`config.mk`:
```
export PLATFORM = sky130hd
export DESIGN_NAME = osd_config_regs
export DESIGN_NICKNAME = d
export VERILOG_FILES = /design/src/common/osd_cmd_pkg.sv /design/src/rtl/osd_config_regs.sv
export VERILOG_INCLUDE_DIRS = /design/src /design/src/common
export SDC_FILE = /design/constraint.sdc
export NUM_CORES = 1
export LEC_CHECK = 0
export ABC_AREA = 1
export BUFFER_PORTS_ARGS = -buffer_cell sky130_fd_sc_hd__buf_4
export CORE_MARGIN = 2
export CORE_UTILIZATION = 53
export CTS_BUF_LIST = sky130_fd_sc_hd__clkbuf_8
export DETAILED_ROUTE_END_ITERATION = 7
export PLACE_DENSITY = 0.85
export SYNTH_ARGS = -nofsm -noshare
export SYNTH_HDL_FRONTEND = slang
export SYNTH_SLANG_ARGS = --single-unit
export TNS_END_PERCENT = 5
```
`constraint.sdc`:
```
create_clock -name clk -period 2.12 [get_ports clk]
set_input_delay 0.424 -clock clk [delete_from_list [all_inputs] [get_ports clk]]
set_output_delay 0.424 -clock clk [all_outputs]
set_load 0.03 [all_outputs]
```
`src/common/osd_cfg.svh`:
```
// osd geometry, buffer size and command byte layout constants
`ifndef OSD_CFG_SVH
`define OSD_CFG_SVH

// --------------------------------------------------
// beam counter widths
// --------------------------------------------------
`define OSD_HBEAM_W 11
`define OSD_VBEAM_W 9

// --------------------------------------------------
// display buffer, 8 rows of 256 bytes
// --------------------------------------------------
`define OSD_BUF_DEPTH 2048
`define OSD_BUF_AW 11

// --------------------------------------------------
// overlay window on the raster
// --------------------------------------------------
// 512 clocks wide, two clocks per buffer byte
`define OSD_HWIN_START 896
`define OSD_HWIN_END 1407
// 64 lines, 8 per text row
`define OSD_VWIN_START 128
`define OSD_VWIN_END 191

// data byte index carrying the row in a buffer write
`define OSD_LINE_BYTE 3

`endif

```
`src/common/osd_cmd_pkg.sv`:
```
// host command side types of the osd controller
package osd_cmd_pkg;

`include "osd_cfg.svh"

  // one byte from the host link
  typedef logic [7:0] osd_byte_t;

  // command code, bits 7:2 of a command byte
  typedef enum logic [5:0] {
    NOP        = 6'b0_000_00,
    RESET_CTRL = 6'b0_000_10,
    OSD_CTRL   = 6'b0_010_10,
    CHIP_CFG   = 6'b0_000_01,
    VIDEO_CFG  = 6'b0_011_01,
    OSD_BUFFER = 6'b0_000_11
  } osd_cmd_e;

  // data byte index within a command
  typedef logic [2:0] osd_dat_cnt_t;

  // counter stops one past the row byte
  parameter osd_dat_cnt_t DAT_CNT_MAX = osd_dat_cnt_t'(`OSD_LINE_BYTE + 1);

  // per command selects, each already qualified by a data strobe
  typedef struct packed {
    logic reset_ctrl;
    logic osd_ctrl;
    logic chip_cfg;
    logic video_cfg;
    logic osd_buffer;
    logic dat;
  } osd_sel_t;

  // reset control, msb first as sent
  typedef struct packed {
    logic cpuhlt;
    logic cpurst;
    logic usrrst;
  } osd_reset_ctrl_t;

  // video config byte DDHHLLSS
  typedef struct packed {
    logic [1:0] dither;
    logic [1:0] hires;
    logic [1:0] lores;
    logic [1:0] scanline;
  } osd_video_cfg_t;

  // chipset features GEANT
  typedef logic [4:0] chipset_cfg_t;

endpackage

```
`src/rtl/osd_config_regs.sv`:
```
// control and configuration registers loaded from the first data byte
`timescale 1ns/1ps

module osd_config_regs (
  input  logic                         clk,
  input  logic                         reset,
  input  osd_cmd_pkg::osd_sel_t        sel,
  input  osd_cmd_pkg::osd_dat_cnt_t    dat_cnt,
  input  osd_cmd_pkg::osd_byte_t       spi_dat,
  output osd_cmd_pkg::osd_reset_ctrl_t reset_ctrl,
  output logic                         osd_enable,
  output logic                         key_disable,
  output osd_cmd_pkg::osd_video_cfg_t  video_cfg,
  output osd_cmd_pkg::chipset_cfg_t    chipset_cfg
);

  logic                      first_byte;
  // staged chipset value, powers up clear
  osd_cmd_pkg::chipset_cfg_t chip_shadow = '0;

  // only byte 0 of a command writes
  assign first_byte = (dat_cnt == '0);

  // --------------------------------------------------
  // reset, osd and video registers
  // --------------------------------------------------
  always_ff @(posedge clk) begin
    if (reset) begin
      // cpu held halted and in reset until the host lets go
      reset_ctrl  <= '{cpuhlt: 1'b1, cpurst: 1'b1, usrrst: 1'b0};
      osd_enable  <= 1'b0;
      key_disable <= 1'b0;
      video_cfg   <= '0;
    end else if (first_byte) begin
      if (sel.reset_ctrl) begin
        reset_ctrl <= osd_cmd_pkg::osd_reset_ctrl_t'(spi_dat[2:0]);
      end
      // byte layout KE
      if (sel.osd_ctrl) begin
        key_disable <= spi_dat[1];
        osd_enable  <= spi_dat[0];
      end
      if (sel.video_cfg) begin
        video_cfg <= osd_cmd_pkg::osd_video_cfg_t'(spi_dat);
      end
    end
  end

  // --------------------------------------------------
  // chipset config
  // --------------------------------------------------
  // host writes the shadow at any time
  always_ff @(posedge clk) begin
    if (sel.chip_cfg && first_byte) begin
      chip_shadow <= spi_dat[4:0];
    end
  end

  // chipset only switches while the core is held in reset
  always_ff @(posedge clk) begin
    if (reset) begin
      chipset_cfg <= chip_shadow;
    end
  end

  a_chipset_hold: assert property (@(posedge clk) !reset |=> $stable(chipset_cfg))
    else $error("chipset config changed outside reset");

endmodule

```
==> impl_results.rst <==
.. list-table::
   :header-rows: 1

   * - Metric
     - Value
   * - Result of the run
     - complete, no violations
   * - Launching element type of the critical path
     - register
   * - Synthesized netlist net count
     - 133
   * - Global-route wire length before repair
     - 3.05 mm
   * - Total wire length
     - 1.94 mm
   * - Detailed Route Iter0 Violations
     - 29
   * - Number of I/O pins
     - 37
   * - Average detailed-routed wire length per instance
     - 11.2 um
   * - TritonCTS clock tree
     - done
   * - Slew at the pin closest to its max-slew limit
     - 0.388 ns
   * - Number of setup buffers added after CTS
     - 0
   * - Count of inserted antenna diode cells
     - 0
   * - Initial standard-cell utilization of the core
     - 56.6%
   * - CP Max Fanout
     - 1
   * - Buf+Inv Stages, Crit Path
     - 1
   * - Mean number of vias per cell
     - 4.70
   * - Die span in y
     - 47.2 um
   * - Avg Synthesized Cell Area
     - 8.66 um2
   * - Ratio of total power to cell area
     - 670 mW/mm2
   * - Setup slack of the worst register-to-register path
     - 1.48 ns
   * - Via count of the first global-routing pass
     - 745
   * - RSZ-0062 raised after global routing
     - false
   * - Routed length on met3
     - 124 um
   * - Antenna Nets Post-Route
     - 0
   * - Data required time of the worst path
     - 1.70 ns
   * - End point of the critical path
     - chipset_cfg[4]
   * - Worst-skew pair later-pin latency
     - 0.25 ns
   * - Post-synthesis instance area
     - around 990 um2
   * - EDFF count, synth
     - 10
   * - Post-layout nets
     - 168
   * - Placed wire-length estimate after detailed placement
     - about 1.4 mm
   * - Crit Path Class
     - reg2out
   * - Yosys top cell area share
     - 30.4%
   * - Depth of the critical timing path with buffers and inverters included
     - 1
   * - Clock Tree Root
     - clkbuf_8
   * - Total negative slack for setup checks
     - 0 ns
   * - CTS sink cnt
     - 23
   * - Largest stage delay on the critical path
     - between 0.3 and 0.4 ns
   * - Period Utilization, post-route
     - between 50% and 60%
   * - Total number of vias
     - 813
   * - Number of cells upsized or downsized after cts
     - 0
   * - Source of the worst register-to-register timing path
     - key_disable
   * - Synth top area cells
     - edfxtp_1 (30%), dfxtp_1 (26%), inv_1 (12%)
   * - DRT Pass-1 Iters
     - 6
   * - Clock buffers created by TritonCTS
     - 3
   * - Number of setup violations in the final report
     - 0
   * - Met2 Routed Length
     - roughly 1.0 mm
   * - Number of violations of the max-capacitance limit
     - 0
   * - Overall power
     - 866 uW
   * - Leftover overflow at the end of global routing
     - 0
   * - Number of library cell types mapped by synthesis
     - 15
   * - Core Area
     - 0.00175 mm2
   * - Port-buffer cells
     - 34
   * - Post-Route Skew
     - 0.00588 ns
   * - Headroom to the max-slew limit
     - 74.1%
   * - Cell with the most instances after synthesis
     - inv_1
   * - Clock-pin slew on the worst setup and hold paths
     - 0.08 ns
   * - Max Used Layer
     - met4
   * - FMAX
     - 812 MHz
   * - Die ar.
     - 0.00222 mm2
   * - Largest net degree at the start of global routing
     - 18
   * - Maximum number of buffers from clock root to sink
     - 2
   * - Aggregate global-route resource usage
     - between 15 and 20%
   * - Die Span X
     - 47.2 um
   * - Nature of the critical path endpoint
     - primary output
   * - Fin. Hold Viols
     - 0
   * - Shortest period the worst path allows
     - 1.23 ns
   * - Wire length on met1
     - 763 um
   * - Async set or reset register ratio after synthesis
     - 0%
   * - Cell type group with the largest total delay on the critical path
     - flip-flops
   * - RePlAce Congestion
     - 0.780
   * - Number of storage elements in the synthesis netlist
     - 23
   * - Worst hold-check path type
     - in2reg
   * - Reg2reg end
     - key_disable
   * - CTS Hold Buffers Added
     - 0
   * - Max-slew violations
     - 0
   * - Depth of the most critical reg-to-reg path
     - 4
   * - Cell taking the most area after synthesis
     - edfxtp_1
   * - DRC violation count after routing
     - 0
   * - Launch point of the worst path
     - chipset_cfg[4]
   * - H-tree depth reported by CTS
     - 1
   * - Antenna violations before repair
     - 0
   * - Leakage power
     - 0.000651 uW
   * - List of most frequent post-synthesis cells
     - inv_1 (31), nand2_1 (24), dfxtp_1 (13), nand4_1 (13), nor2_1 (11)
   * - Maximum resistive drop on vdd
     - 0.000382 V
   * - Cells after Synth
     - 114
   * - Fraction of layout cells with a size suffix above 1
     - approximately 28%
   * - Sequential-to-total area share from yosys stat
     - 56.8%
   * - Area added between synthesis and finish
     - 31.1%
   * - Cell Rows
     - 15
   * - Data arrival time at the worst-slack endpoint
     - 0.81 ns
   * - Worst hold margin
     - 0.357 ns
   * - Master of the slowest instance on the critical path
     - edfxtp_1
   * - Number of warnings printed during yosys synthesis
     - 0
   * - Primary flip-flop cell chosen by synthesis mapping
     - dfxtp_1
   * - Crit-path cells
     - buf_4
-- registers in the layout, summed over array words and instances, names as in the netlist --
register and count:
reset_ctrl 3, video_cfg 8, chipset_cfg 5, key_disable 1, osd_enable 1, chip_shadow 5
-- layout make-up --
type                            instances  area, um2
Sequential cell                        23        561
Fill cell                             132        452
Multi-Input combinational cell         55        282
Timing Repair Buffer                   34        255
Inverter                               32        120
Clock buffer                            3       41.3
Tap cell                               25       31.3
Clock inverter                          1       3.75
-- metrics by stage --
step | setup slack (ns) | cell area [um2] | std cells | utilization, %
finish | 0.889 | 1290 | 173 | 74.1
global route | 0.844 | 1290 | 173 | 74.1
CTS | 0.877 | 1290 | 173 | 74.1
detailed placement | 0.677 | 1250 | 169 | 71.5
global placement | 0.723 | 1250 | 169 | 71.5
floorplan | 0.822 | 987 | 114 | -
-- worst min path at each step --
stage	slack (ns)	depth (start not counted)	end	from
after floorplan	0.40	0	chipset_cfg[0]	chip_shadow[0]
after global placement	0.40	0	chipset_cfg[1]	chip_shadow[1]
after detailed placement	0.41	0	chipset_cfg[0]	chip_shadow[0]
after CTS	0.35	1	chip_shadow[0]	spi_dat[0]
after global routing	0.35	1	chip_shadow[0]	spi_dat[0]
final	0.36	1	chip_shadow[0]	spi_dat[0]
-- cell usage in the layout (no fill, tap or decap), drive strengths merged --
master / n
buf: 34
inv: 33
nand2: 24
nand4: 13
dfxtp: 13
nor2: 12
edfxtp: 10
nand3: 5
clkbuf: 3
and3: 1
-- where the power goes --
part           switching [uW]  total, uW  leakage (uW)  internal, uW
Clock                     126        255     0.0000269           129
Combinational            77.6        128      0.000424          50.1
Sequential               6.22        484      0.000200           478
Total                     210        866      0.000651           657
-- routing by layer --
layer | vias to the layer above | global-route usage [%]
li1 | 418 | -
met1 | 355 | 22.9
met2 | 38 | 35.6
met3 | 2 | 3.46
met4 | 0 | 8.89
met5 | - | 0
-- cells by family (layout without fill, tap and decap cells) --
group	Yosys count	count (layout)	share of synthesized area [%]
buf+inv	36	70	14.7
simple gates	55	55	28.5
flops	23	23	56.8
No activity file was read; power rests on OpenSTA's default activity.
