**src/common/osd_cfg.svh**
```systemverilog
// osd geometry, buffer size and command byte layout constants
`ifndef OSD_CFG_SVH
`define OSD_CFG_SVH

// --------------------------------------------------
// beam counter widths
// --------------------------------------------------
`define OSD_HBEAM_W 11
`define OSD_VBEAM_W 9

// --------------------------------------------------
// display buffer, 8 rows of 256 bytes
// --------------------------------------------------
`define OSD_BUF_DEPTH 2048
`define OSD_BUF_AW 11

// --------------------------------------------------
// overlay window on the raster
// --------------------------------------------------
// 512 clocks wide, two clocks per buffer byte
`define OSD_HWIN_START 896
`define OSD_HWIN_END 1407
// 64 lines, 8 per text row
`define OSD_VWIN_START 128
`define OSD_VWIN_END 191

// data byte index carrying the row in a buffer write
`define OSD_LINE_BYTE 3

`endif

```
**src/common/osd_cmd_pkg.sv**
```systemverilog
// host command side types of the osd controller
package osd_cmd_pkg;

`include "osd_cfg.svh"

  // one byte from the host link
  typedef logic [7:0] osd_byte_t;

  // command code, bits 7:2 of a command byte
  typedef enum logic [5:0] {
    NOP        = 6'b0_000_00,
    RESET_CTRL = 6'b0_000_10,
    OSD_CTRL   = 6'b0_010_10,
    CHIP_CFG   = 6'b0_000_01,
    VIDEO_CFG  = 6'b0_011_01,
    OSD_BUFFER = 6'b0_000_11
  } osd_cmd_e;

  // data byte index within a command
  typedef logic [2:0] osd_dat_cnt_t;

  // counter stops one past the row byte
  parameter osd_dat_cnt_t DAT_CNT_MAX = osd_dat_cnt_t'(`OSD_LINE_BYTE + 1);

  // per command selects, each already qualified by a data strobe
  typedef struct packed {
    logic reset_ctrl;
    logic osd_ctrl;
    logic chip_cfg;
    logic video_cfg;
    logic osd_buffer;
    logic dat;
  } osd_sel_t;

  // reset control, msb first as sent
  typedef struct packed {
    logic cpuhlt;
    logic cpurst;
    logic usrrst;
  } osd_reset_ctrl_t;

  // video config byte DDHHLLSS
  typedef struct packed {
    logic [1:0] dither;
    logic [1:0] hires;
    logic [1:0] lores;
    logic [1:0] scanline;
  } osd_video_cfg_t;

  // chipset features GEANT
  typedef logic [4:0] chipset_cfg_t;

endpackage

```
**src/common/osd_video_pkg.sv**
```systemverilog
// raster side types of the osd controller
package osd_video_pkg;

`include "osd_cfg.svh"

  // --------------------------------------------------
  // beam positions
  // --------------------------------------------------
  // clocks since start of line
  typedef logic [`OSD_HBEAM_W-1:0] hbeam_t;
  // lines since start of frame
  typedef logic [`OSD_VBEAM_W-1:0] vbeam_t;

  // --------------------------------------------------
  // display buffer
  // --------------------------------------------------
  // row in bits 10:8, column byte below
  typedef logic [`OSD_BUF_AW-1:0] buf_addr_t;

  // one buffer write request
  typedef struct packed {
    logic                  we;
    osd_cmd_pkg::osd_byte_t data;
  } osd_wr_t;

endpackage

```
**src/osd_video/osd_video_timing.sv**
```systemverilog
// beam counters, overlay window and registered blank and pixel outputs
`timescale 1ns/1ps

`include "osd_cfg.svh"

module osd_video_timing (
  input  logic                     clk,
  input  logic                     reset,
  input  logic                     sol,
  input  logic                     sof,
  input  logic                     osd_enable,
  output osd_video_pkg::buf_addr_t rd_addr,
  input  osd_cmd_pkg::osd_byte_t   rd_data,
  output logic                     osd_blank,
  output logic                     osd_pixel
);

  osd_video_pkg::hbeam_t horbeam;
  osd_video_pkg::vbeam_t verbeam;
  logic                  osd_enabled;
  logic                  hwin;
  logic                  vwin;
  logic                  osd_frame;
  // one stage to line up with the buffer read
  logic                  frame_d;
  logic [2:0]            pix_sel_d;

  // --------------------------------------------------
  // beam counters
  // --------------------------------------------------
  always_ff @(posedge clk) begin
    if (reset || sol) begin
      horbeam <= '0;
    end else begin
      horbeam <= horbeam + osd_video_pkg::hbeam_t'(1);
    end
  end

  // sof always comes with an sol
  always_ff @(posedge clk) begin
    if (reset || sof) begin
      verbeam <= '0;
    end else if (sol) begin
      verbeam <= verbeam + osd_video_pkg::vbeam_t'(1);
    end
  end

  // enable only changes on a frame boundary
  always_ff @(posedge clk) begin
    if (reset) begin
      osd_enabled <= 1'b0;
    end else if (sof) begin
      osd_enabled <= osd_enable;
    end
  end

  // --------------------------------------------------
  // window and buffer address
  // --------------------------------------------------
  assign hwin = (horbeam >= `OSD_HWIN_START) && (horbeam <= `OSD_HWIN_END);
  assign vwin = (verbeam >= `OSD_VWIN_START) && (verbeam <= `OSD_VWIN_END);
  assign osd_frame = hwin && vwin && osd_enabled;

  // the four 128 clock quarters of the window map to 64 byte blocks
  assign rd_addr = {verbeam[5:3], horbeam[8] ^ horbeam[7], ~horbeam[7], horbeam[6:1]};

  // --------------------------------------------------
  // output stage
  // --------------------------------------------------
  always_ff @(posedge clk) begin
    if (reset) begin
      frame_d   <= 1'b0;
      pix_sel_d <= '0;
    end else begin
      frame_d   <= osd_frame;
      pix_sel_d <= verbeam[2:0];
    end
  end

  // line within the row picks the bit of the byte
  always_ff @(posedge clk) begin
    if (reset) begin
      osd_blank <= 1'b0;
      osd_pixel <= 1'b0;
    end else begin
      osd_blank <= frame_d;
      osd_pixel <= frame_d & rd_data[pix_sel_d];
    end
  end

  a_pixel_in_blank: assert property (@(posedge clk) disable iff (reset)
    osd_pixel |-> osd_blank)
    else $error("osd pixel outside the blank window");

endmodule

```
**config.mk**
```make
export PLATFORM = sky130hd
export DESIGN_NAME = osd_video_timing
export DESIGN_NICKNAME = d
export VERILOG_FILES = /design/src/common/osd_cmd_pkg.sv /design/src/common/osd_video_pkg.sv /design/src/osd_video/osd_video_timing.sv
export VERILOG_INCLUDE_DIRS = /design/src /design/src/common
export SDC_FILE = /design/constraint.sdc
export NUM_CORES = 1
export LEC_CHECK = 0
export BUFFER_PORTS_ARGS = -buffer_cell sky130_fd_sc_hd__buf_4
export CORE_AREA = 5 5 79 66
export DETAILED_ROUTE_END_ITERATION = 8
export DIE_AREA = 0 0 84 71
export GPL_TIMING_DRIVEN = 0
export PLACE_DENSITY = 0.49
export SYNTH_ARGS = -nofsm -noshare
export SYNTH_HDL_FRONTEND = slang
export SYNTH_SLANG_ARGS = --single-unit
export TNS_END_PERCENT = 10
```
**constraint.sdc**
```tcl
create_clock -name clk -period 2 [get_ports clk]
set_input_delay 0.2 -clock clk [delete_from_list [all_inputs] [get_ports clk]]
set_output_delay 0.2 -clock clk [all_outputs]
set_load 0.02 [all_outputs]
```
==> flow_metrics.py, run 1 <==
metrics = {
    "status": {
        "status": "completed",
    },
    "layout": {
        "fillers": 469,
        "fin_area_um2": 1590,
        "regArea_um2": 541,
        "area_growth_pct": 23.3,
        "post_route_cells_drive_above_1_share_pct": 24.7,
        "final_common_cell": "buf_4",
        "layout.cells.non_filler": 230,
        "diodes": 0,
        "layout_common_cells": "33 x buf_4, 27 x dfxtp_1, 14 x nor2_1",
        "multi_input_area_um2": 631,
        "final_nets": 190,
    },
    "timing": {
        "worst_slew_pin_slew_ps": 439,
        "relSlewSlack_pct": 70.7,
        "layout_setup_ws_ps": 252,
        "post-route-period-util_pct": 87.4,
        "fin_setup_tns_ps": 0,
        "hold_violations": 0,
        "fmax_mhz": 572,
        "setup_violations": 0,
        "maxSlewViolCount": 0,
        "fin_crit_ps": 1750,
        "fin_skew_ps": 6.15,
        "rsz0062_at_grt": "false",
    },
    "worst_setup_path": {
        "worst_r2r_path_depth": 5,
        "crit_required_ps": 2170,
        "path_cells": "inv_1 > ha_1 > or4b_1 > o41a_1 > a2111oi_2",
        "r2r_start": "horbeam[1]$_SDFF_PP0_",
        "path_class": "reg2reg",
        "cp_top_family": "compound AO/OA/AOI/OAI gates",
        "ff2ff_setup_slack_ps": 250,
        "regToRegEndpoint": "frame_d$_SDFF_PP0_",
        "critPathMaxFanout": 5,
        "cp.arrival_ps": 1920,
        "slowest_delay_ps": 430,
        "cp_slowest_cell": "or4b_1",
        "cp-start-kind": "flop",
        "worstSetupEndpointType": "flop",
        "crit_buf_inv": 1,
    },
    "worst_hold_path": {
        "hold_start": "reset",
        "worstHoldPathCells": 2,
        "min_to": "pix_sel_d[1]$_SDFF_PP0_",
        "hold_path_class": "in2reg",
    },
    "clock_tree": {
        "max-clock-path-buffers": 2,
        "clock_sinks": 27,
        "postCtsSetupRepairBufs": 0,
        "insertion_delay_ps": 270,
        "cts_buffers": 3,
        "cts_tree": "built",
        "cts_resized": 0,
        "htree_levels": 1,
        "post_cts_hold_buffer_count": 0,
        "path_clk_slew_ps": 90,
        "cts_root_buf": "clkbuf_8",
    },
    "synthesis": {
        "synth_warnings": 0,
        "synth_cells": 142,
        "syn_area_um2": 1290,
        "seq_area_frac_synth_pct": 41.9,
        "avgSynthCellArea_um2": 9.09,
        "synthesis.nets": 161,
        "ys_seq_elements": 27,
        "yosysUniqueCellTypes": 27,
    },
    "global_routing": {
        "grt-ovfl-total": 0,
        "top_usage_layer": "met2",
        "grt_use_met1_pct": 11.3,
        "grt_pass1_wl_um": 4550,
        "grt_antenna_before_repair": 0,
        "use_met3_pct": 3.14,
        "grt_max_degree": 15,
        "grt_use_total_pct": 9.46,
        "grt_pass1_vias": 1027,
        "grtUsageMet2_pct": 15.8,
    },
    "floorplanning": {
        "core_area_um2": 4400,
        "die_width_um": 84,
        "rows": 22,
        "io_pins": 26,
        "dieHeight_um": 71,
        "dieArea_um2": 5960,
        "initial_core_util_pct": 29.3,
    },
    "place": {
        "port-buffer-count": 24,
        "dpl_cell_area_um2": 1550,
        "numPlacedInstances": 226,
        "dp_slack_ps": 251,
        "post-dp-hpwl_um": 2050,
        "gp_congestion": 0.761,
    },
    "power": {
        "p_per_area_nw_per_um2": 568,
        "irDropWorstVdd_mv": 0.294,
        "cellLeakagePower_nw": 0.595,
    },
    "drt": {
        "vias": 1047,
        "dr.first_iter.drc_count": 29,
        "drc": 0,
        "totalWireLength_um": 2700,
        "ant_nets": 0,
        "drt_pre_antenna_iters": 4,
        "wl_per_cell_um": 11.7,
        "vias_per_cell": 4.55,
    },
    "job": {
        "max_cap_violations": 0,
    },
}
where the power goes:
part | internal [mW] | leakage (nW) | total, mW | switching (mW)
Sequential | 0.543 | 0.218 | 0.549 | 0.00600
Clock | 0.142 | 0.0228 | 0.302 | 0.159
Combinational | 0.0303 | 0.354 | 0.0539 | 0.0236
sequential cells by signal (all words and copies together) (netlist names):
signal,flops
frame_d,1
horbeam,11
osd_blank,1
osd_enabled,1
osd_pixel,1
pix_sel_d,3
verbeam,9
layout make-up:
class / instances / area share, %
multi-input combinational: 92 / 39.6
sequential: 27 / 34.0
timing repair buffer: 24 / 11.3
buffer: 13 / 5.19
tap: 60 / 4.72
clock buffer: 4 / 2.83
inverter: 10 / 2.36
cell families after synthesis:
group / Yosys count / share of synthesized area (%)
AOI/OAI and AO/OA: 25 / 12.0
xor gates and xnor gates: 7 / 4.75
adders and majority gates: 6 / 5.81
buffers and inverters: 23 / 9.30
DFF: 27 / 41.9
muxes: 5 / 5.81
and+or+nand+nor: 49 / 20.4
cells in the mapped netlist:
| cell | count | area share (%) |
|---|---|---|
| or3b_2 | 1 | 0.68 |
| inv_1 | 10 | 2.9 |
| xor2_1 | 4 | 2.7 |
| or4_1 | 3 | 1.7 |
| dfxtp_1 | 27 | 42 |
| a2111oi_2 | 1 | 1.2 |
| nand2_1 | 4 | 1.2 |
| nor2_1 | 14 | 4.1 |
| mux4_2 | 2 | 3.5 |
| a21oi_1 | 11 | 4.3 |
| o41a_1 | 1 | 0.87 |
| nor3_1 | 1 | 0.39 |
| ha_1 | 6 | 5.8 |
| mux2i_1 | 3 | 2.3 |
| or3_1 | 7 | 3.4 |
| xnor2_1 | 3 | 2.0 |
| nand3_1 | 7 | 2.7 |
| nand4_1 | 5 | 2.4 |
| or4b_1 | 1 | 0.78 |
| clkbuf_1 | 4 | 1.2 |
| nor4b_1 | 1 | 0.68 |
| o31ai_1 | 4 | 2.3 |
| buf_4 | 9 | 5.2 |
| or2_2 | 2 | 0.97 |
| o21ai_0 | 7 | 2.7 |
| nor2b_1 | 3 | 1.5 |
| o31a_1 | 1 | 0.68 |
worst max-delay path by stage:
stage / from / end / slack (ps) / cells after the start
2_1_floorplan: horbeam[1]$_SDFF_PP0_ / frame_d$_SDFF_PP0_ / 360 / 5
6_report: horbeam[1]$_SDFF_PP0_ / frame_d$_SDFF_PP0_ / 250 / 5
4_1_cts: horbeam[1]$_SDFF_PP0_ / frame_d$_SDFF_PP0_ / 230 / 5
3_5_place_dp: horbeam[1]$_SDFF_PP0_ / frame_d$_SDFF_PP0_ / 250 / 5
5_1_grt: horbeam[1]$_SDFF_PP0_ / frame_d$_SDFF_PP0_ / 140 / 5
3_3_place_gp: horbeam[1]$_SDFF_PP0_ / frame_d$_SDFF_PP0_ / 240 / 5
worst register-to-register path, stage by stage (launching register included):
cell,delay (ps)
dfxtp_1,360
inv_1,70
ha_1,150
or4b_1,430
o41a_1,340
a2111oi_2,320
layer usage:
metal / part of all wire, % / routed length (µm)
met5: 0 / 0
met4: 1.3 / 35
met2: 44 / 1200
met3: 3.6 / 97
met1: 51 / 1370
stage by stage:
step | total power [mW] | utilization, % | hold slack (ps)
2_1_floorplan | 0.588 | - | 267
3_3_place_gp | 0.614 | 35.1 | 431
3_5_place_dp | 0.616 | 35.1 | 427
4_1_cts | 0.922 | 36.1 | 130
5_1_grt | 0.951 | 36.1 | 143
6_report | 0.904 | 36.1 | 139
Note: power is estimated with default switching activity, not from simulation.
==> inputs of run 2 (changes only) <==
Settings changed: MAX_ROUTING_LAYER from default to met4.
==> run 2 against run 1 <==
Compared with the run above:
- total power hardly changed
- flip-flop and latch count is the same
- clock-buffer cell count unchanged
- critical endpoint unchanged
- largest cell class unchanged
==> flow_metrics.py, run 2 (synthesis gave the netlist of run 1 again) <==
metrics = {
    "clock_tree": {
        "insertion_delay_ps": 270,
        "cts_root_buf": "clkbuf_8",
        "postCtsSetupRepairBufs": 0,
        "cts_resized": 0,
        "post_cts_hold_buffer_count": 0,
        "cts_buffers": 3,
        "htree_levels": 1,
        "path_clk_slew_ps": 90,
        "clock_sinks": 27,
        "max-clock-path-buffers": 2,
        "cts_tree": "built",
    },
    "layout": {
        "final_common_cell": "buf_4",
        "post-route-util_pct": 36.1,
        "layout_common_cells": "33 x buf_4, 27 x dfxtp_1, 14 x nor2_1",
        "final_nets": 190,
        "fin_area_um2": 1590,
        "diodes": 0,
        "largest_reg_flops": 11,
        "post_route_cells_drive_above_1_share_pct": 24.7,
        "reg.largest.list": "horbeam: 11 flops, verbeam: 9 flops, pix_sel_d: 3 flops",
        "layout.cells.non_filler": 230,
        "area_growth_pct": 23.3,
        "regMostFlops": "horbeam",
    },
    "timing": {
        "fin_crit_ps": 1750,
        "worst_slew_pin_slew_ps": 439,
        "fmax_mhz": 572,
        "setup_violations": 0,
        "relSlewSlack_pct": 70.7,
        "maxSlewViolCount": 0,
        "hold_violations": 0,
        "fin_skew_ps": 6.11,
        "post-route-period-util_pct": 87.4,
        "rsz0062_at_grt": "false",
        "layout_setup_ws_ps": 252,
        "hold_ws_ps": 138,
        "fin_setup_tns_ps": 0,
    },
    "drt": {
        "ant_nets": 0,
        "drc": 0,
        "vias_per_cell": 4.55,
        "totalWireLength_um": 2700,
        "vias": 1047,
        "drt_pre_antenna_iters": 4,
        "wl_per_cell_um": 11.7,
        "dr.first_iter.drc_count": 29,
    },
    "power": {
        "p_per_area_nw_per_um2": 568,
        "irDropWorstVdd_mv": 0.295,
        "total_power_mw": 0.905,
        "cellLeakagePower_nw": 0.595,
    },
    "global_routing": {
        "grt_pass1_wl_um": 4560,
        "grt_antenna_before_repair": 0,
        "use_met3_pct": 3.14,
        "top_usage_layer": "met2",
        "grt_use_total_pct": 9.75,
        "grt-ovfl-total": 0,
        "grt_pass1_vias": 1026,
        "grt_use_met1_pct": 11.3,
        "grtUsageMet2_pct": 15.8,
        "grt_max_degree": 15,
    },
    "worst_setup_path": {
        "path_class": "reg2reg",
        "ff2ff_setup_slack_ps": 250,
        "cp_top_family": "compound AO/OA/AOI/OAI gates",
        "path_cells": "inv_1 > ha_1 > or4b_1 > o41a_1 > a2111oi_2",
        "worst_r2r_path_depth": 5,
        "slowest_delay_ps": 430,
        "crit_buf_inv": 1,
        "crit_required_ps": 2170,
        "worstSetupEndpointType": "flop",
        "regToRegEndpoint": "frame_d$_SDFF_PP0_",
        "critPathMaxFanout": 5,
        "cp_slowest_cell": "or4b_1",
        "r2r_start": "horbeam[1]$_SDFF_PP0_",
        "cp-start-kind": "flop",
        "cp.arrival_ps": 1920,
    },
    "status": {
        "status": "completed",
    },
    "job": {
        "max_cap_violations": 0,
    },
    "worst_hold_path": {
        "min_to": "pix_sel_d[1]$_SDFF_PP0_",
        "worstHoldPathCells": 2,
        "hold_start": "reset",
        "hold_path_class": "in2reg",
    },
    "floorplanning": {
        "io_pins": 26,
        "die_width_um": 84,
        "dieHeight_um": 71,
        "dieArea_um2": 5960,
        "rows": 22,
        "initial_core_util_pct": 29.3,
        "core_area_um2": 4400,
    },
    "place": {
        "gp_congestion": 0.771,
        "port-buffer-count": 24,
        "dpl_cell_area_um2": 1550,
        "dp_slack_ps": 251,
        "numPlacedInstances": 226,
        "post-dp-hpwl_um": 2050,
    },
}
==> run 2: cell counts in the layout (fill, tap and decap cells not counted) <==
No cell type changed its count.
==> run 2: how the worst max path moves through the flow <==
stage / start / to / cells past startpoint
global placement: horbeam[1]$_SDFF_PP0_ / frame_d$_SDFF_PP0_ / 5
global route: horbeam[1]$_SDFF_PP0_ / frame_d$_SDFF_PP0_ / 5
detailed placement: horbeam[1]$_SDFF_PP0_ / frame_d$_SDFF_PP0_ / 5
CTS: horbeam[1]$_SDFF_PP0_ / frame_d$_SDFF_PP0_ / 5
floorplan: horbeam[1]$_SDFF_PP0_ / frame_d$_SDFF_PP0_ / 5
finish: horbeam[1]$_SDFF_PP0_ / frame_d$_SDFF_PP0_ / 5
==> run 2: where the power goes <==
group | internal [mW] | switching [mW]
logic | 0.0303 | 0.0236
registers | 0.543 | 0.00600
clock network | 0.143 | 0.160
==> run 2: layout make-up <==
type                            instances  area [µm²]
Fill cell                             469        2810
Multi-Input combinational cell         92         631
Sequential cell                        27         541
Timing Repair Buffer                   24         180
Buffer                                 13        82.6
Tap cell                               60        75.1
Clock buffer                            4        45.0
Inverter                               10        37.5
==> run 2: routing by layer <==
metal	wire length [µm]	vias to the layer above	share of wire, %
li1	-	549	-
met1	1370	476	51
met2	1200	18	44
met3	97	4	3.6
met4	34	0	1.3
met5	0	-	0
==> run 2: worst register-to-register path, delay by kind of cell (launching register included) <==
kind / cells / cell delay [ps]
adder cells (fa/ha/maj): 1 / 150
flip-flops: 1 / 360
buffers and inverters: 1 / 70
AND/OR/NAND/NOR: 1 / 430
AO/OA/AOI/OAI: 2 / 660
