<file path="config.mk">
export PLATFORM = sky130hd
export DESIGN_NAME = osd_cmd_decoder
export DESIGN_NICKNAME = d
export VERILOG_FILES = /design/src/common/osd_cmd_pkg.sv /design/src/rtl/osd_cmd_decoder.sv
export VERILOG_INCLUDE_DIRS = /design/src /design/src/common
export SDC_FILE = /design/constraint.sdc
export NUM_CORES = 1
export LEC_CHECK = 0
export BUFFER_PORTS_ARGS = -buffer_cell sky130_fd_sc_hd__buf_2
export CAP_MARGIN = 20
export CORE_AREA = 8 8 45 47
export DETAILED_ROUTE_END_ITERATION = 10
export DIE_AREA = 0 0 53 55
export PLACE_DENSITY = 0.69
export SETUP_SLACK_MARGIN = 0.02
export SYNTH_ARGS = -nofsm -noshare
export SYNTH_HDL_FRONTEND = slang
export SYNTH_SLANG_ARGS = --single-unit
</file>
<file path="constraint.sdc">
create_clock -name clk -period 1.5 [get_ports clk]
set_input_delay 0.075 -clock clk [delete_from_list [all_inputs] [get_ports clk]]
set_output_delay 0.075 -clock clk [all_outputs]
set_load 0.005 [all_outputs]
</file>
<file path="src/common/osd_cfg.svh">
// osd geometry, buffer size and command byte layout constants
`ifndef OSD_CFG_SVH
`define OSD_CFG_SVH

// --------------------------------------------------
// beam counter widths
// --------------------------------------------------
`define OSD_HBEAM_W 11
`define OSD_VBEAM_W 9

// --------------------------------------------------
// display buffer, 8 rows of 256 bytes
// --------------------------------------------------
`define OSD_BUF_DEPTH 2048
`define OSD_BUF_AW 11

// --------------------------------------------------
// overlay window on the raster
// --------------------------------------------------
// 512 clocks wide, two clocks per buffer byte
`define OSD_HWIN_START 896
`define OSD_HWIN_END 1407
// 64 lines, 8 per text row
`define OSD_VWIN_START 128
`define OSD_VWIN_END 191

// data byte index carrying the row in a buffer write
`define OSD_LINE_BYTE 3

`endif

</file>
<file path="src/common/osd_cmd_pkg.sv">
// host command side types of the osd controller
package osd_cmd_pkg;

`include "osd_cfg.svh"

  // one byte from the host link
  typedef logic [7:0] osd_byte_t;

  // command code, bits 7:2 of a command byte
  typedef enum logic [5:0] {
    NOP        = 6'b0_000_00,
    RESET_CTRL = 6'b0_000_10,
    OSD_CTRL   = 6'b0_010_10,
    CHIP_CFG   = 6'b0_000_01,
    VIDEO_CFG  = 6'b0_011_01,
    OSD_BUFFER = 6'b0_000_11
  } osd_cmd_e;

  // data byte index within a command
  typedef logic [2:0] osd_dat_cnt_t;

  // counter stops one past the row byte
  parameter osd_dat_cnt_t DAT_CNT_MAX = osd_dat_cnt_t'(`OSD_LINE_BYTE + 1);

  // per command selects, each already qualified by a data strobe
  typedef struct packed {
    logic reset_ctrl;
    logic osd_ctrl;
    logic chip_cfg;
    logic video_cfg;
    logic osd_buffer;
    logic dat;
  } osd_sel_t;

  // reset control, msb first as sent
  typedef struct packed {
    logic cpuhlt;
    logic cpurst;
    logic usrrst;
  } osd_reset_ctrl_t;

  // video config byte DDHHLLSS
  typedef struct packed {
    logic [1:0] dither;
    logic [1:0] hires;
    logic [1:0] lores;
    logic [1:0] scanline;
  } osd_video_cfg_t;

  // chipset features GEANT
  typedef logic [4:0] chipset_cfg_t;

endpackage

</file>
<file path="src/rtl/osd_cmd_decoder.sv">
// command byte latch, data byte counter and register select decode
`timescale 1ns/1ps

module osd_cmd_decoder (
  input  logic                      clk,
  input  logic                      reset,
  input  logic                      spi_rx,
  input  logic                      spi_cmd,
  input  osd_cmd_pkg::osd_byte_t    spi_dat,
  output osd_cmd_pkg::osd_sel_t     sel,
  output osd_cmd_pkg::osd_dat_cnt_t dat_cnt
);

  osd_cmd_pkg::osd_cmd_e cmd_q;
  logic                  cmd_strobe;
  logic                  dat_strobe;

  assign cmd_strobe = spi_rx & spi_cmd;
  assign dat_strobe = spi_rx & ~spi_cmd;

  // --------------------------------------------------
  // command latch and byte counter
  // --------------------------------------------------
  // code sits in the upper six bits
  always_ff @(posedge clk) begin
    if (reset) begin
      cmd_q <= osd_cmd_pkg::NOP;
    end else if (cmd_strobe) begin
      cmd_q <= osd_cmd_pkg::osd_cmd_e'(spi_dat[7:2]);
    end
  end

  // counts data bytes, stops at the first byte past the row
  always_ff @(posedge clk) begin
    if (reset) begin
      dat_cnt <= '0;
    end else if (cmd_strobe) begin
      dat_cnt <= '0;
    end else if (dat_strobe && (dat_cnt != osd_cmd_pkg::DAT_CNT_MAX)) begin
      dat_cnt <= dat_cnt + osd_cmd_pkg::osd_dat_cnt_t'(1);
    end
  end

  // --------------------------------------------------
  // select decode
  // --------------------------------------------------
  always_comb begin
    sel = '0;
    sel.dat = dat_strobe;
    case (cmd_q)
      osd_cmd_pkg::RESET_CTRL: sel.reset_ctrl = dat_strobe;
      osd_cmd_pkg::OSD_CTRL:   sel.osd_ctrl   = dat_strobe;
      osd_cmd_pkg::CHIP_CFG:   sel.chip_cfg   = dat_strobe;
      osd_cmd_pkg::VIDEO_CFG:  sel.video_cfg  = dat_strobe;
      osd_cmd_pkg::OSD_BUFFER: sel.osd_buffer = dat_strobe;
      // nop and dropped commands select nothing
      default: ;
    endcase
  end

  // a data byte never reaches two targets
  a_sel_onehot: assert property (@(posedge clk) disable iff (reset)
    $onehot0({sel.reset_ctrl, sel.osd_ctrl, sel.chip_cfg, sel.video_cfg, sel.osd_buffer}))
    else $error("osd decoder drove more than one select");

endmodule

</file>
==> results of run 1 <==
-- final timing paths --
kind | start | end | slack [ns] | depth (start not counted)
worst max-delay path | cmd_q[2]$_SDFFE_PP0P_ | sel[4] | -0.05 | 4
worst min-delay path | spi_dat[6] | cmd_q[4]$_SDFFE_PP0P_ | 0.05 | 3
worst max register to register | dat_cnt[0]$_SDFFE_PP0P_ | dat_cnt[1]$_SDFFE_PP0P_ | 0.29 | 5
worst min register to register | cmd_q[1]$_SDFFE_PP0P_ | cmd_q[1]$_SDFFE_PP0P_ | 0.46 | 2
-- sequential cells by signal, indices dropped and copies added, names as in the netlist --
name and flops:
dat_cnt 3, cmd_q 6
-- timing repair --
action	CTS	global route
setup buffers	1	0
endpoints found under the setup margin	2	3
gates resized for setup	1	2
-- routing by layer --
layer	global-route usage (%)	part of all wire, %	vias to the layer above
met5	0	0	-
li1	-	-	247
met3	3.21	9.1	4
met2	13.9	49	12
met4	5.17	1.7	0
met1	7.07	40	210
-- where the power goes --
| part | internal (mW) | switching (mW) | leakage, nW |
|---|---|---|---|
| registers | 0.249 | 0.00618 | 0.0747 |
| clock network | 0.103 | 0.0874 | 0.0150 |
| logic | 0.0288 | 0.0347 | 0.186 |
-- Yosys cell counts (all sizes together) --
| cell type | instances |
|---|---|
| a211oi | 3 |
| a21oi | 7 |
| a31o | 1 |
| a41o | 2 |
| buf | 3 |
| clkbuf | 1 |
| dfxtp | 9 |
| ha | 2 |
| inv | 4 |
| nand2 | 9 |
| nand2b | 2 |
| nand3 | 7 |
| nand3b | 1 |
| nor2 | 3 |
| nor2b | 1 |
| nor3 | 2 |
| or3 | 2 |
| or3b | 1 |
-- cell type report --
type	count	share of cell area, %
Multi-Input combinational cell	43	42.3
Sequential cell	9	30.9
Timing Repair Buffer	19	16.4
Clock buffer	4	4.42
Tap cell	16	3.37
Inverter	4	2.53
-- worst register-to-register path, delay by kind of cell, from the launching register on --
kind,cells,cell delay (ns)
adders and majority gates,1,0.19
DFF,1,0.32
AOI/OAI and AO/OA,2,0.42
and+or+nand+nor,1,0.12
buffers and inverters,1,0.10
-- logic make-up (layout without fill, tap and decap cells) --
logic type | Yosys count | in the layout | synth area share, %
simple gates | 28 | 28 | 30.0
buf+inv | 8 | 27 | 7.50
fa+ha+maj | 2 | 2 | 5.36
flops | 9 | 9 | 38.6
compound gates | 13 | 13 | 18.5
-- through the flow --
step | total power [mW] | setup WS [ns] | hold slack [ns]
finish | 0.509 | -0.0546 | 0.0540
global route | 0.531 | -0.0976 | 0.0652
CTS | 0.514 | -0.0677 | 0.0544
detailed placement | 0.323 | 0.188 | 0.335
global placement | 0.322 | 0.201 | 0.331
floorplan | 0.302 | 0.310 | 0.222
==> flow_summary.html, run 1 <==
<table>
<tr><th>Metric</th><th>Value</th></tr>
<tr><th colspan="2">Outcome</th></tr>
<tr><td>Result of the run</td><td>finished with violations</td></tr>
<tr><td>Violated checks</td><td>negative setup slack</td></tr>
<tr><th colspan="2">Synthesis</th></tr>
<tr><td>Net count after synthesis</td><td>74</td></tr>
<tr><td>Post-Synthesis Cell Area</td><td>about 470 sq um</td></tr>
<tr><td>Synth warnings</td><td>0</td></tr>
<tr><td>Top cell type by total area after synthesis</td><td>sky130_fd_sc_hd__dfxtp_1</td></tr>
<tr><td>Number of storage elements in the synthesis netlist</td><td>9</td></tr>
<tr><td>Post-Syn Instances</td><td>60</td></tr>
<tr><td>Average footprint of a synthesized cell</td><td>7.78 sq um</td></tr>
<tr><td>Count of distinct cell types in the synthesized netlist</td><td>21</td></tr>
<tr><td>Synth area leaders</td><td>sky130_fd_sc_hd__dfxtp_1 39%, sky130_fd_sc_hd__a21oi_1 7.5%, sky130_fd_sc_hd__nand3_1 7.5%</td></tr>
<tr><td>Portion of the post-synthesis area used by sequential elements</td><td>38.6%</td></tr>
<tr><td>Share of the synthesized area in the top cell type</td><td>38.6%</td></tr>
<tr><th colspan="2">Floorplanning</th></tr>
<tr><td># rows</td><td>14</td></tr>
<tr><td>Total Die Area</td><td>around 2900 sq um</td></tr>
<tr><td>Die height</td><td>55 um</td></tr>
<tr><td>Number of top-level pins</td><td>21</td></tr>
<tr><td>Effective utilization at floorplan</td><td>33.7%</td></tr>
<tr><td>Width of the chip</td><td>53 um</td></tr>
<tr><td>Placeable core region</td><td>1380 sq um</td></tr>
<tr><th colspan="2">Pwr</th></tr>
<tr><td>Power per unit of standard cell area</td><td>857 nW/um^2</td></tr>
<tr><td>Worst voltage drop across the vdd grid</td><td>between 0.0004 and 0.0005 V</td></tr>
<tr><td>Leakage power of the design</td><td>around 0.28 nW</td></tr>
<tr><th colspan="2">GRT</th></tr>
<tr><td>Initial antenna violation count</td><td>0</td></tr>
<tr><td>First-pass GRT wire length</td><td>1.68 mm</td></tr>
<tr><td>Total congestion overflow</td><td>0</td></tr>
<tr><td>Maximum number of pins on one net before global-route repair</td><td>13</td></tr>
<tr><td>GRT Util Overall</td><td>7.73%</td></tr>
<tr><td>Via count of the first global-routing pass</td><td>around 460</td></tr>
<tr><th colspan="2">Setup path</th></tr>
<tr><td>Largest incremental delay on the critical path</td><td>0.37 ns</td></tr>
<tr><td>Type of the worst setup path</td><td>reg2out</td></tr>
<tr><td>Startpoint type of the worst setup path</td><td>register</td></tr>
<tr><td>Critical path, cell by cell</td><td>or3b_1 &gt; or3_1 &gt; nor2_1 &gt; buf_2</td></tr>
<tr><td>Data arrival at the endpoint of the critical path</td><td>1.48 ns</td></tr>
<tr><td>Worst-path maximum fanout</td><td>2</td></tr>
<tr><td>CP required</td><td>approximately 1.4 ns</td></tr>
<tr><td>Worst setup EP type</td><td>output port</td></tr>
<tr><td>Cell type of the slowest stage on the worst timing path</td><td>sky130_fd_sc_hd__or3b_1</td></tr>
<tr><td>Number of buffers and inverters on the critical path</td><td>1</td></tr>
<tr><td>Crit-path leading delay family</td><td>simple AND/OR/NAND/NOR gates</td></tr>
<tr><th colspan="2">Detailed routing</th></tr>
<tr><td>Number of optimization iterations in the first detailed-route pass</td><td>3</td></tr>
<tr><td>Wire length per cell after detailed routing</td><td>11.5 um</td></tr>
<tr><td>Final WL</td><td>between 1 and 1.5 mm</td></tr>
<tr><td>DR vias/cell</td><td>4.98</td></tr>
<tr><td>Number of violations reported at the end of detailed-routing iteration 0</td><td>6</td></tr>
<tr><td>Count of vias placed by the detailed router</td><td>~470</td></tr>
<tr><td>Number of routed nets with antenna violations</td><td>0</td></tr>
<tr><td>Residual DRC count</td><td>0</td></tr>
<tr><th colspan="2">STA</th></tr>
<tr><td>RSZ-0062 raised after global routing</td><td>yes</td></tr>
<tr><td>FMAX</td><td>643 MHz</td></tr>
<tr><td>Fin worst setup slack</td><td>-0.0546 ns</td></tr>
<tr><td>Final hold vios</td><td>0</td></tr>
<tr><td>Final period utilization</td><td>104%</td></tr>
<tr><td>Max-Slew Margin vs Limit</td><td>71.0%</td></tr>
<tr><td>Final worst path period need</td><td>1.55 ns</td></tr>
<tr><td>Final slew viol count</td><td>0</td></tr>
<tr><td>Count of final setup violators</td><td>2</td></tr>
<tr><td>Slew @ Worst Pin</td><td>around 0.43 ns</td></tr>
<tr><td>Setup total negative slack</td><td>-0.101 ns</td></tr>
<tr><td>Final worst clock skew</td><td>0.00239 ns</td></tr>
<tr><th colspan="2">CTS</th></tr>
<tr><td>Clk Tree Root Cell</td><td>sky130_fd_sc_hd__clkbuf_4</td></tr>
<tr><td>CTS max path bufs</td><td>2</td></tr>
<tr><td>Latest clock arrival within the worst-skew pair</td><td>0.26 ns</td></tr>
<tr><td>H-tree depth</td><td>1</td></tr>
<tr><td>Hold-fix buffers, CTS</td><td>0</td></tr>
<tr><td>Clock-pin slew reported for the worst setup and hold paths after clock tree synthesis</td><td>0.06 ns</td></tr>
<tr><td>TritonCTS clock tree</td><td>done</td></tr>
<tr><td>Clock Sink Count</td><td>9</td></tr>
<tr><td>Number of buffers created by CTS</td><td>3</td></tr>
<tr><th colspan="2">Finish</th></tr>
<tr><td>Leading cell type in the layout, fill and taps excluded</td><td>sky130_fd_sc_hd__buf_2</td></tr>
<tr><td>Final layout net count</td><td>94</td></tr>
<tr><td>Sequential Area</td><td>between 150 and 200 sq um</td></tr>
<tr><td>Number of inserted diodes</td><td>0</td></tr>
<tr><td>Post-Layout Cell Count</td><td>95</td></tr>
<tr><td>Fraction of layout instances using a drive strength above 1</td><td>34.2%</td></tr>
<tr><td>Design area</td><td>594 sq um</td></tr>
<tr><td>Commonest cells after routing, fill and taps aside</td><td>18 x sky130_fd_sc_hd__buf_2, 9 x sky130_fd_sc_hd__nand2_1, 7 x sky130_fd_sc_hd__nand3_1, 7 x sky130_fd_sc_hd__a21oi_1, 6 x sky130_fd_sc_hd__dfxtp_1</td></tr>
<tr><td>Area of the multi-input gates</td><td>roughly 250 sq um</td></tr>
<tr><td>Syn-to-layout area delta</td><td>27.3%</td></tr>
<tr><td>Count of fill cells added during filler insertion</td><td>153</td></tr>
<tr><td>Post-route core utilization</td><td>42.9%</td></tr>
<tr><th colspan="2">Placed design</th></tr>
<tr><td>Port-buffer cells</td><td>18</td></tr>
<tr><td>Instance area at placement</td><td>between 500 and 600 sq um</td></tr>
<tr><td>Number of cells in the design after placement</td><td>90</td></tr>
<tr><td>RePlAce Congestion</td><td>roughly 0.74</td></tr>
<tr><th colspan="2">Job</th></tr>
<tr><td>Number of maximum-capacitance violations</td><td>0</td></tr>
<tr><th colspan="2">Min path</th></tr>
<tr><td>HP Class</td><td>in2reg</td></tr>
</table>
No activity file was read; power rests on OpenSTA's default activity.
==> run 2: changes to the inputs <==
- clock period: 1.5 -> 1.77 ns (I/O delays scaled with it)
==> run 2 against run 1 <==
  * The flow now finishes without violations
  * Total power decreased by 16%
  * Sequential share of layout area about the same
  * Global-route usage increased by 0.59 points
  * First-iteration DRC count increased by 33%
  * Register-to-register slack improved by 0.30 ns
  * Routed wire length increased by 1.5%
  * Worst setup slack improved by 0.23 ns
  * Clock power decreased by 16%
  * Combinational power decreased by 18%
  * Critical path type unchanged
  * Critical endpoint unchanged
==> flow_summary.html, run 2 (synthesized netlist as in run 1, its figures left out) <==
<table>
<tr><th>Metric</th><th>Value</th></tr>
<tr><th colspan="2">Placed design</th></tr>
<tr><td>Port-buffer cells</td><td>18</td></tr>
<tr><td>RePlAce Congestion</td><td>roughly 0.75</td></tr>
<tr><td>Post-DP HPWL</td><td>896 um</td></tr>
<tr><th colspan="2">STA</th></tr>
<tr><td>Final hold vios</td><td>0</td></tr>
<tr><td>RSZ-0062 raised after global routing</td><td>no</td></tr>
<tr><td>Final slew viol count</td><td>0</td></tr>
<tr><td>Max-Slew Margin vs Limit</td><td>72.1%</td></tr>
<tr><td>Final worst clock skew</td><td>0.000188 ns</td></tr>
<tr><td>Final period utilization</td><td>approximately nine tenths</td></tr>
<tr><td>Final worst path period need</td><td>roughly 1.6 ns</td></tr>
<tr><td>FMAX</td><td>626 MHz</td></tr>
<tr><td>Count of final setup violators</td><td>0</td></tr>
<tr><td>Setup total negative slack</td><td>0 ns</td></tr>
<tr><td>Slew @ Worst Pin</td><td>~0.42 ns</td></tr>
<tr><th colspan="2">Pwr</th></tr>
<tr><td>Combinational power share</td><td>between 10 and 15%</td></tr>
<tr><td>Switching power as a share of total power</td><td>between 20% and 30%</td></tr>
<tr><td>Worst voltage drop across the vdd grid</td><td>around 0.00032 V</td></tr>
<tr><td>Part of the power in the clock network</td><td>37.1%</td></tr>
<tr><td>Internal power component</td><td>0.321 mW</td></tr>
<tr><td>Overall power</td><td>approximately 0.43 mW</td></tr>
<tr><td>Leakage power of the design</td><td>approximately 0.27 nW</td></tr>
<tr><td>Power per unit of standard cell area</td><td>between 700 and 800 nW/um^2</td></tr>
<tr><td>Share of power burned in registers</td><td>50.7%</td></tr>
<tr><td>Sw power</td><td>0.107 mW</td></tr>
<tr><th colspan="2">CTS</th></tr>
<tr><td>Clock Sink Count</td><td>9</td></tr>
<tr><td>Number of buffers created by CTS</td><td>3</td></tr>
<tr><td>CTS max path bufs</td><td>2</td></tr>
<tr><td>Post-cts repair resize count</td><td>0</td></tr>
<tr><td>Number of buffers added for setup after CTS</td><td>0</td></tr>
<tr><td>TritonCTS clock tree</td><td>done</td></tr>
<tr><td>Clock-pin slew reported for the worst setup and hold paths after clock tree synthesis</td><td>0.06 ns</td></tr>
<tr><td>Hold-fix buffers, CTS</td><td>0</td></tr>
<tr><td>H-tree depth</td><td>1</td></tr>
<tr><td>Latest clock arrival within the worst-skew pair</td><td>0.26 ns</td></tr>
<tr><td>Clk Tree Root Cell</td><td>sky130_fd_sc_hd__clkbuf_4</td></tr>
<tr><th colspan="2">GRT</th></tr>
<tr><td>Maximum number of pins on one net before global-route repair</td><td>13</td></tr>
<tr><td>GRT Util Overall</td><td>8.33%</td></tr>
<tr><td>Initial antenna violation count</td><td>0</td></tr>
<tr><td>Total congestion overflow</td><td>0</td></tr>
<tr><td>First-pass GRT wire length</td><td>approximately 1.8 mm</td></tr>
<tr><td>Via count of the first global-routing pass</td><td>424</td></tr>
<tr><th colspan="2">Finish</th></tr>
<tr><td>Fraction of layout instances using a drive strength above 1</td><td>29.5%</td></tr>
<tr><td>Final layout net count</td><td>93</td></tr>
<tr><td>Commonest cells after routing, fill and taps aside</td><td>18 x sky130_fd_sc_hd__buf_2, 9 x sky130_fd_sc_hd__nand2_1, 9 x sky130_fd_sc_hd__dfxtp_1, 7 x sky130_fd_sc_hd__nand3_1, 7 x sky130_fd_sc_hd__a21oi_1</td></tr>
<tr><td>Syn-to-layout area delta</td><td>24.9%</td></tr>
<tr><td>Number of inserted diodes</td><td>0</td></tr>
<tr><td>Number of flip-flops under the largest register name</td><td>6</td></tr>
<tr><td>Leading cell type in the layout, fill and taps excluded</td><td>sky130_fd_sc_hd__buf_2</td></tr>
<tr><td>Largest registers ranked by flip-flop count</td><td>cmd_q (6), dat_cnt (3)</td></tr>
<tr><td>Register bank with the most flops</td><td>cmd_q</td></tr>
<tr><th colspan="2">Floorplanning</th></tr>
<tr><td># rows</td><td>14</td></tr>
<tr><td>Placeable core region</td><td>1380 sq um</td></tr>
<tr><td>Total Die Area</td><td>2920 sq um</td></tr>
<tr><td>Number of top-level pins</td><td>21</td></tr>
<tr><td>Width of the chip</td><td>53 um</td></tr>
<tr><td>Die height</td><td>about 55 um</td></tr>
<tr><td>Effective utilization at floorplan</td><td>about a third</td></tr>
<tr><th colspan="2">Setup path</th></tr>
<tr><td>Critical path capture point</td><td>sel[4]</td></tr>
<tr><td>Reg2reg start</td><td>dat_cnt[0]$_SDFFE_PP0P_</td></tr>
<tr><td>CP required</td><td>approximately 1.7 ns</td></tr>
<tr><td>Startpoint type of the worst setup path</td><td>register</td></tr>
<tr><td>Worst-path maximum fanout</td><td>4</td></tr>
<tr><td>FF-to-FF path depth</td><td>5</td></tr>
<tr><td>Worst setup EP type</td><td>output port</td></tr>
<tr><td>Reg2Reg Setup Slack</td><td>a little under 0.6 ns</td></tr>
<tr><td>Endpoint of the worst register-to-register path</td><td>dat_cnt[1]$_SDFFE_PP0P_</td></tr>
<tr><td>Data arrival at the endpoint of the critical path</td><td>1.51 ns</td></tr>
<tr><td>Type of the worst setup path</td><td>reg2out</td></tr>
<tr><td>Critical Path Start</td><td>cmd_q[2]$_SDFFE_PP0P_</td></tr>
<tr><th colspan="2">Detailed routing</th></tr>
<tr><td>Number of violations reported at the end of detailed-routing iteration 0</td><td>8</td></tr>
<tr><td>Number of routed nets with antenna violations</td><td>0</td></tr>
<tr><td>Residual DRC count</td><td>0</td></tr>
<tr><td>Number of optimization iterations in the first detailed-route pass</td><td>4</td></tr>
<tr><td>Wire length per cell after detailed routing</td><td>between 10 and 15 um</td></tr>
<tr><td>Count of vias placed by the detailed router</td><td>~460</td></tr>
<tr><td>DR vias/cell</td><td>4.91</td></tr>
<tr><td>Final WL</td><td>1.11 mm</td></tr>
<tr><th colspan="2">Min path</th></tr>
<tr><td>HP Class</td><td>in2reg</td></tr>
<tr><th colspan="2">Job</th></tr>
<tr><td>Number of maximum-capacitance violations</td><td>0</td></tr>
<tr><th colspan="2">Outcome</th></tr>
<tr><td>Result of the run</td><td>finished, final reports clean</td></tr>
</table>
## run 2: metrics by stage
| stage | hold slack [ns] | setup slack [ns] | cells | utilization (%) | cell area (sq um) |
|---|---|---|---|---|---|
| floorplan | 0.236 | 0.566 | 60 | - | 467 |
| global route | 0.0696 | 0.0904 | 94 | 42.1 | 583 |
| CTS | 0.0714 | 0.164 | 94 | 42.1 | 583 |
| global placement | 0.345 | 0.456 | 90 | 40.2 | 557 |
| detailed placement | 0.346 | 0.441 | 90 | 40.2 | 557 |
| finish | 0.0696 | 0.173 | 94 | 42.1 | 583 |
## run 2: how the worst min path moves through the flow
| stage | from | slack, ns | endpoint | depth (start not counted) |
|---|---|---|---|---|
| after floorplan | spi_dat[3] | 0.24 | cmd_q[1]$_SDFFE_PP0P_ | 2 |
| after global placement | spi_dat[7] | 0.34 | cmd_q[5]$_SDFFE_PP0P_ | 3 |
| after detailed placement | spi_dat[7] | 0.35 | cmd_q[5]$_SDFFE_PP0P_ | 3 |
| after CTS | spi_dat[7] | 0.07 | cmd_q[5]$_SDFFE_PP0P_ | 3 |
| after global routing | spi_dat[7] | 0.07 | cmd_q[5]$_SDFFE_PP0P_ | 3 |
| final | spi_dat[7] | 0.07 | cmd_q[5]$_SDFFE_PP0P_ | 3 |
## run 2: metal layers
metal  global-route usage (%)  routed length [um]  vias to the layer above
met2                     13.1                 540                       14
met3                     4.55                 103                        2
li1                         -                   -                      243
met4                     5.17                  14                        0
met1                     8.58                 452                      203
met5                        0                   0                        -
## run 2: worst max-delay path, stage by stage (launching register included)
cell	delay [ns]
sky130_fd_sc_hd__dfxtp_1	0.34
sky130_fd_sc_hd__or3b_1	0.39
sky130_fd_sc_hd__or3_1	0.33
sky130_fd_sc_hd__nor2_1	0.09
sky130_fd_sc_hd__buf_2	0.11
## run 2: power by group through the flow
stage                     logic [mW]  clock network (mW)  registers (mW)
after floorplan               0.0359                   0           0.220
after global placement        0.0519                   0           0.221
after detailed placement      0.0524                   0           0.222
after CTS                     0.0527               0.161           0.217
after global routing          0.0598               0.178           0.218
final                         0.0520               0.159           0.217
## run 2: area by class of cell
cell class	count	area (sq um)
fillers	151	801
multi-input cells	43	251
flip-flops and latches	9	180
repair buffers	18	90.1
clock buffers	4	26.3
well taps	16	20.0
inverters	4	15.0
==> run 3: changes to the inputs <==
- REMOVE_ABC_BUFFERS: not set -> 1
==> run 3 against run 2 <==
  * Count of clock-buffer cells in the layout stayed put
  * Critical path depth stayed put
  * Design area did not move
  * First-iteration DRC count decreased by 25%
  * Die area unchanged
  * Clock skew increased by 0.0074 ns
  * Via count shrank 2.2%
  * Worst setup slack got worse by 0.0043 ns
  * Critical path type unchanged
  * Largest cell class unchanged
==> flow_summary.html, run 3 (synthesized netlist as in run 1, its figures left out) <==
<table>
<tr><th>Metric</th><th>Value</th></tr>
<tr><th colspan="2">Min path</th></tr>
<tr><td>Origin of the worst min-delay path</td><td>spi_dat[5]</td></tr>
<tr><td>HP Class</td><td>in2reg</td></tr>
<tr><th colspan="2">GRT</th></tr>
<tr><td>Initial antenna violation count</td><td>0</td></tr>
<tr><td>First-pass GRT wire length</td><td>1.79 mm</td></tr>
<tr><td>Maximum number of pins on one net before global-route repair</td><td>13</td></tr>
<tr><td>Total congestion overflow</td><td>0</td></tr>
<tr><td>GRT Util Overall</td><td>8.33%</td></tr>
<tr><td>Via count of the first global-routing pass</td><td>436</td></tr>
<tr><th colspan="2">Pwr</th></tr>
<tr><td>Overall power</td><td>0.422 mW</td></tr>
<tr><td>Leakage power of the design</td><td>0.269 nW</td></tr>
<tr><td>Power per unit of standard cell area</td><td>a little over 700 nW/um^2</td></tr>
<tr><td>Worst voltage drop across the vdd grid</td><td>~0.00047 V</td></tr>
<tr><th colspan="2">Setup path</th></tr>
<tr><td>Worst-path maximum fanout</td><td>4</td></tr>
<tr><td>Worst setup EP type</td><td>output port</td></tr>
<tr><td>Reg2reg start</td><td>dat_cnt[0]$_SDFFE_PP0P_</td></tr>
<tr><td>Data arrival at the endpoint of the critical path</td><td>1.51 ns</td></tr>
<tr><td>Startpoint type of the worst setup path</td><td>register</td></tr>
<tr><td>CP required</td><td>1.68 ns</td></tr>
<tr><td>Critical Path Start</td><td>cmd_q[2]$_SDFFE_PP0P_</td></tr>
<tr><td>Type of the worst setup path</td><td>reg2out</td></tr>
<tr><th colspan="2">Finish</th></tr>
<tr><td>Register bank with the most flops</td><td>cmd_q</td></tr>
<tr><td>Leading cell type in the layout, fill and taps excluded</td><td>sky130_fd_sc_hd__buf_2</td></tr>
<tr><td>Number of inserted diodes</td><td>0</td></tr>
<tr><td>Number of flip-flops under the largest register name</td><td>6</td></tr>
<tr><td>Final layout net count</td><td>93</td></tr>
<tr><td>Fraction of layout instances using a drive strength above 1</td><td>29.5%</td></tr>
<tr><td>Post-route core utilization</td><td>42.1%</td></tr>
<tr><td>Commonest cells after routing, fill and taps aside</td><td>18 x sky130_fd_sc_hd__buf_2, 9 x sky130_fd_sc_hd__nand2_1, 9 x sky130_fd_sc_hd__dfxtp_1, 7 x sky130_fd_sc_hd__nand3_1, 7 x sky130_fd_sc_hd__a21oi_1</td></tr>
<tr><td>Largest registers ranked by flip-flop count</td><td>cmd_q (6), dat_cnt (3)</td></tr>
<tr><td>Syn-to-layout area delta</td><td>24.9%</td></tr>
<tr><th colspan="2">Floorplanning</th></tr>
<tr><td># rows</td><td>14</td></tr>
<tr><td>Number of top-level pins</td><td>21</td></tr>
<tr><td>Effective utilization at floorplan</td><td>33.7%</td></tr>
<tr><td>Placeable core region</td><td>1380 sq um</td></tr>
<tr><td>Width of the chip</td><td>53 um</td></tr>
<tr><td>Die height</td><td>55 um</td></tr>
<tr><td>Total Die Area</td><td>2920 sq um</td></tr>
<tr><th colspan="2">Detailed routing</th></tr>
<tr><td>Number of violations reported at the end of detailed-routing iteration 0</td><td>6</td></tr>
<tr><td>Number of routed nets with antenna violations</td><td>0</td></tr>
<tr><td>DR vias/cell</td><td>4.81</td></tr>
<tr><td>Residual DRC count</td><td>0</td></tr>
<tr><td>Number of optimization iterations in the first detailed-route pass</td><td>3</td></tr>
<tr><td>Count of vias placed by the detailed router</td><td>452</td></tr>
<tr><td>Wire length per cell after detailed routing</td><td>11.3 um</td></tr>
<tr><td>Final WL</td><td>1.06 mm</td></tr>
<tr><th colspan="2">STA</th></tr>
<tr><td>RSZ-0062 raised after global routing</td><td>no</td></tr>
<tr><td>Final worst path period need</td><td>1.60 ns</td></tr>
<tr><td>Final hold vios</td><td>0</td></tr>
<tr><td>Slew @ Worst Pin</td><td>0.416 ns</td></tr>
<tr><td>Final period utilization</td><td>90.5%</td></tr>
<tr><td>FMAX</td><td>625 MHz</td></tr>
<tr><td>Final worst clock skew</td><td>approximately 0.0076 ns</td></tr>
<tr><td>Setup total negative slack</td><td>0 ns</td></tr>
<tr><td>Max-Slew Margin vs Limit</td><td>approximately 72%</td></tr>
<tr><td>Final slew viol count</td><td>0</td></tr>
<tr><td>Count of final setup violators</td><td>0</td></tr>
<tr><th colspan="2">Placed design</th></tr>
<tr><td>Post-DP HPWL</td><td>870 um</td></tr>
<tr><td>RePlAce Congestion</td><td>0.758</td></tr>
<tr><td>Port-buffer cells</td><td>18</td></tr>
<tr><th colspan="2">Job</th></tr>
<tr><td>Number of maximum-capacitance violations</td><td>0</td></tr>
<tr><th colspan="2">CTS</th></tr>
<tr><td>Latest clock arrival within the worst-skew pair</td><td>0.25 ns</td></tr>
<tr><td>Clock-pin slew reported for the worst setup and hold paths after clock tree synthesis</td><td>~0.06 ns</td></tr>
<tr><td>Hold-fix buffers, CTS</td><td>0</td></tr>
<tr><td>Number of buffers created by CTS</td><td>3</td></tr>
<tr><td>Post-cts repair resize count</td><td>0</td></tr>
<tr><td>Clock Sink Count</td><td>9</td></tr>
<tr><td>TritonCTS clock tree</td><td>done</td></tr>
<tr><td>H-tree depth</td><td>1</td></tr>
<tr><td>CTS max path bufs</td><td>2</td></tr>
<tr><td>Clk Tree Root Cell</td><td>sky130_fd_sc_hd__clkbuf_4</td></tr>
<tr><td>Number of buffers added for setup after CTS</td><td>0</td></tr>
<tr><th colspan="2">Outcome</th></tr>
<tr><td>Result of the run</td><td>finished, final reports clean</td></tr>
</table>
-- run 3: cell counts in the layout (fill, tap and decap cells not counted) --
No cell type changed its count.
-- run 3: final timing paths --
kind                                           endpoint  slack [ns]  cells past startpoint
worst min register to register    cmd_q[1]$_SDFFE_PP0P_        0.46                      2
worst max register to register  dat_cnt[1]$_SDFFE_PP0P_        0.58                      5
worst max-delay path                             sel[5]        0.17                      4
worst min-delay path              cmd_q[3]$_SDFFE_PP0P_        0.08                      3
-- run 3: metrics by stage --
step / worst slack (ns) / cell area [sq um] / std cells / hold slack [ns]
detailed placement: 0.441 / 557 / 90 / 0.349
global placement: 0.445 / 557 / 90 / 0.342
finish: 0.169 / 583 / 94 / 0.0795
floorplan: 0.566 / 447 / 56 / 0.158
CTS: 0.157 / 583 / 94 / 0.0786
global route: 0.107 / 583 / 94 / 0.0777
-- run 3: worst max-delay path, cell delays in order (launching register included) --
cell and delay, ns:
sky130_fd_sc_hd__dfxtp_1 0.33, sky130_fd_sc_hd__or3b_1 0.38, sky130_fd_sc_hd__or3_1 0.34, sky130_fd_sc_hd__nor2_1 0.09, sky130_fd_sc_hd__buf_2 0.12
-- run 3: power breakdown --
part	switching (mW)	total, mW	internal, mW
logic	0.0293	0.0525	0.0232
clock network	0.0665	0.153	0.0865
registers	0.00548	0.216	0.211
total	0.101	0.422	0.321
-- run 3: layout make-up --
class                   count  area [sq um]
clock buffers               4          26.3
fillers                   149           801
well taps                  16          20.0
multi-input cells          43           251
flip-flops and latches      9           180
inverters                   4          15.0
repair buffers             18          90.1
-- run 3: metal layers --
layer  vias to the layer above  routed length (um)  GRT usage (%)
li1                        247                   -              -
met1                       189                 487           9.20
met2                        16                 449           12.7
met3                         0                 128           4.01
met4                         0                   0           5.17
met5                         -                   0              0
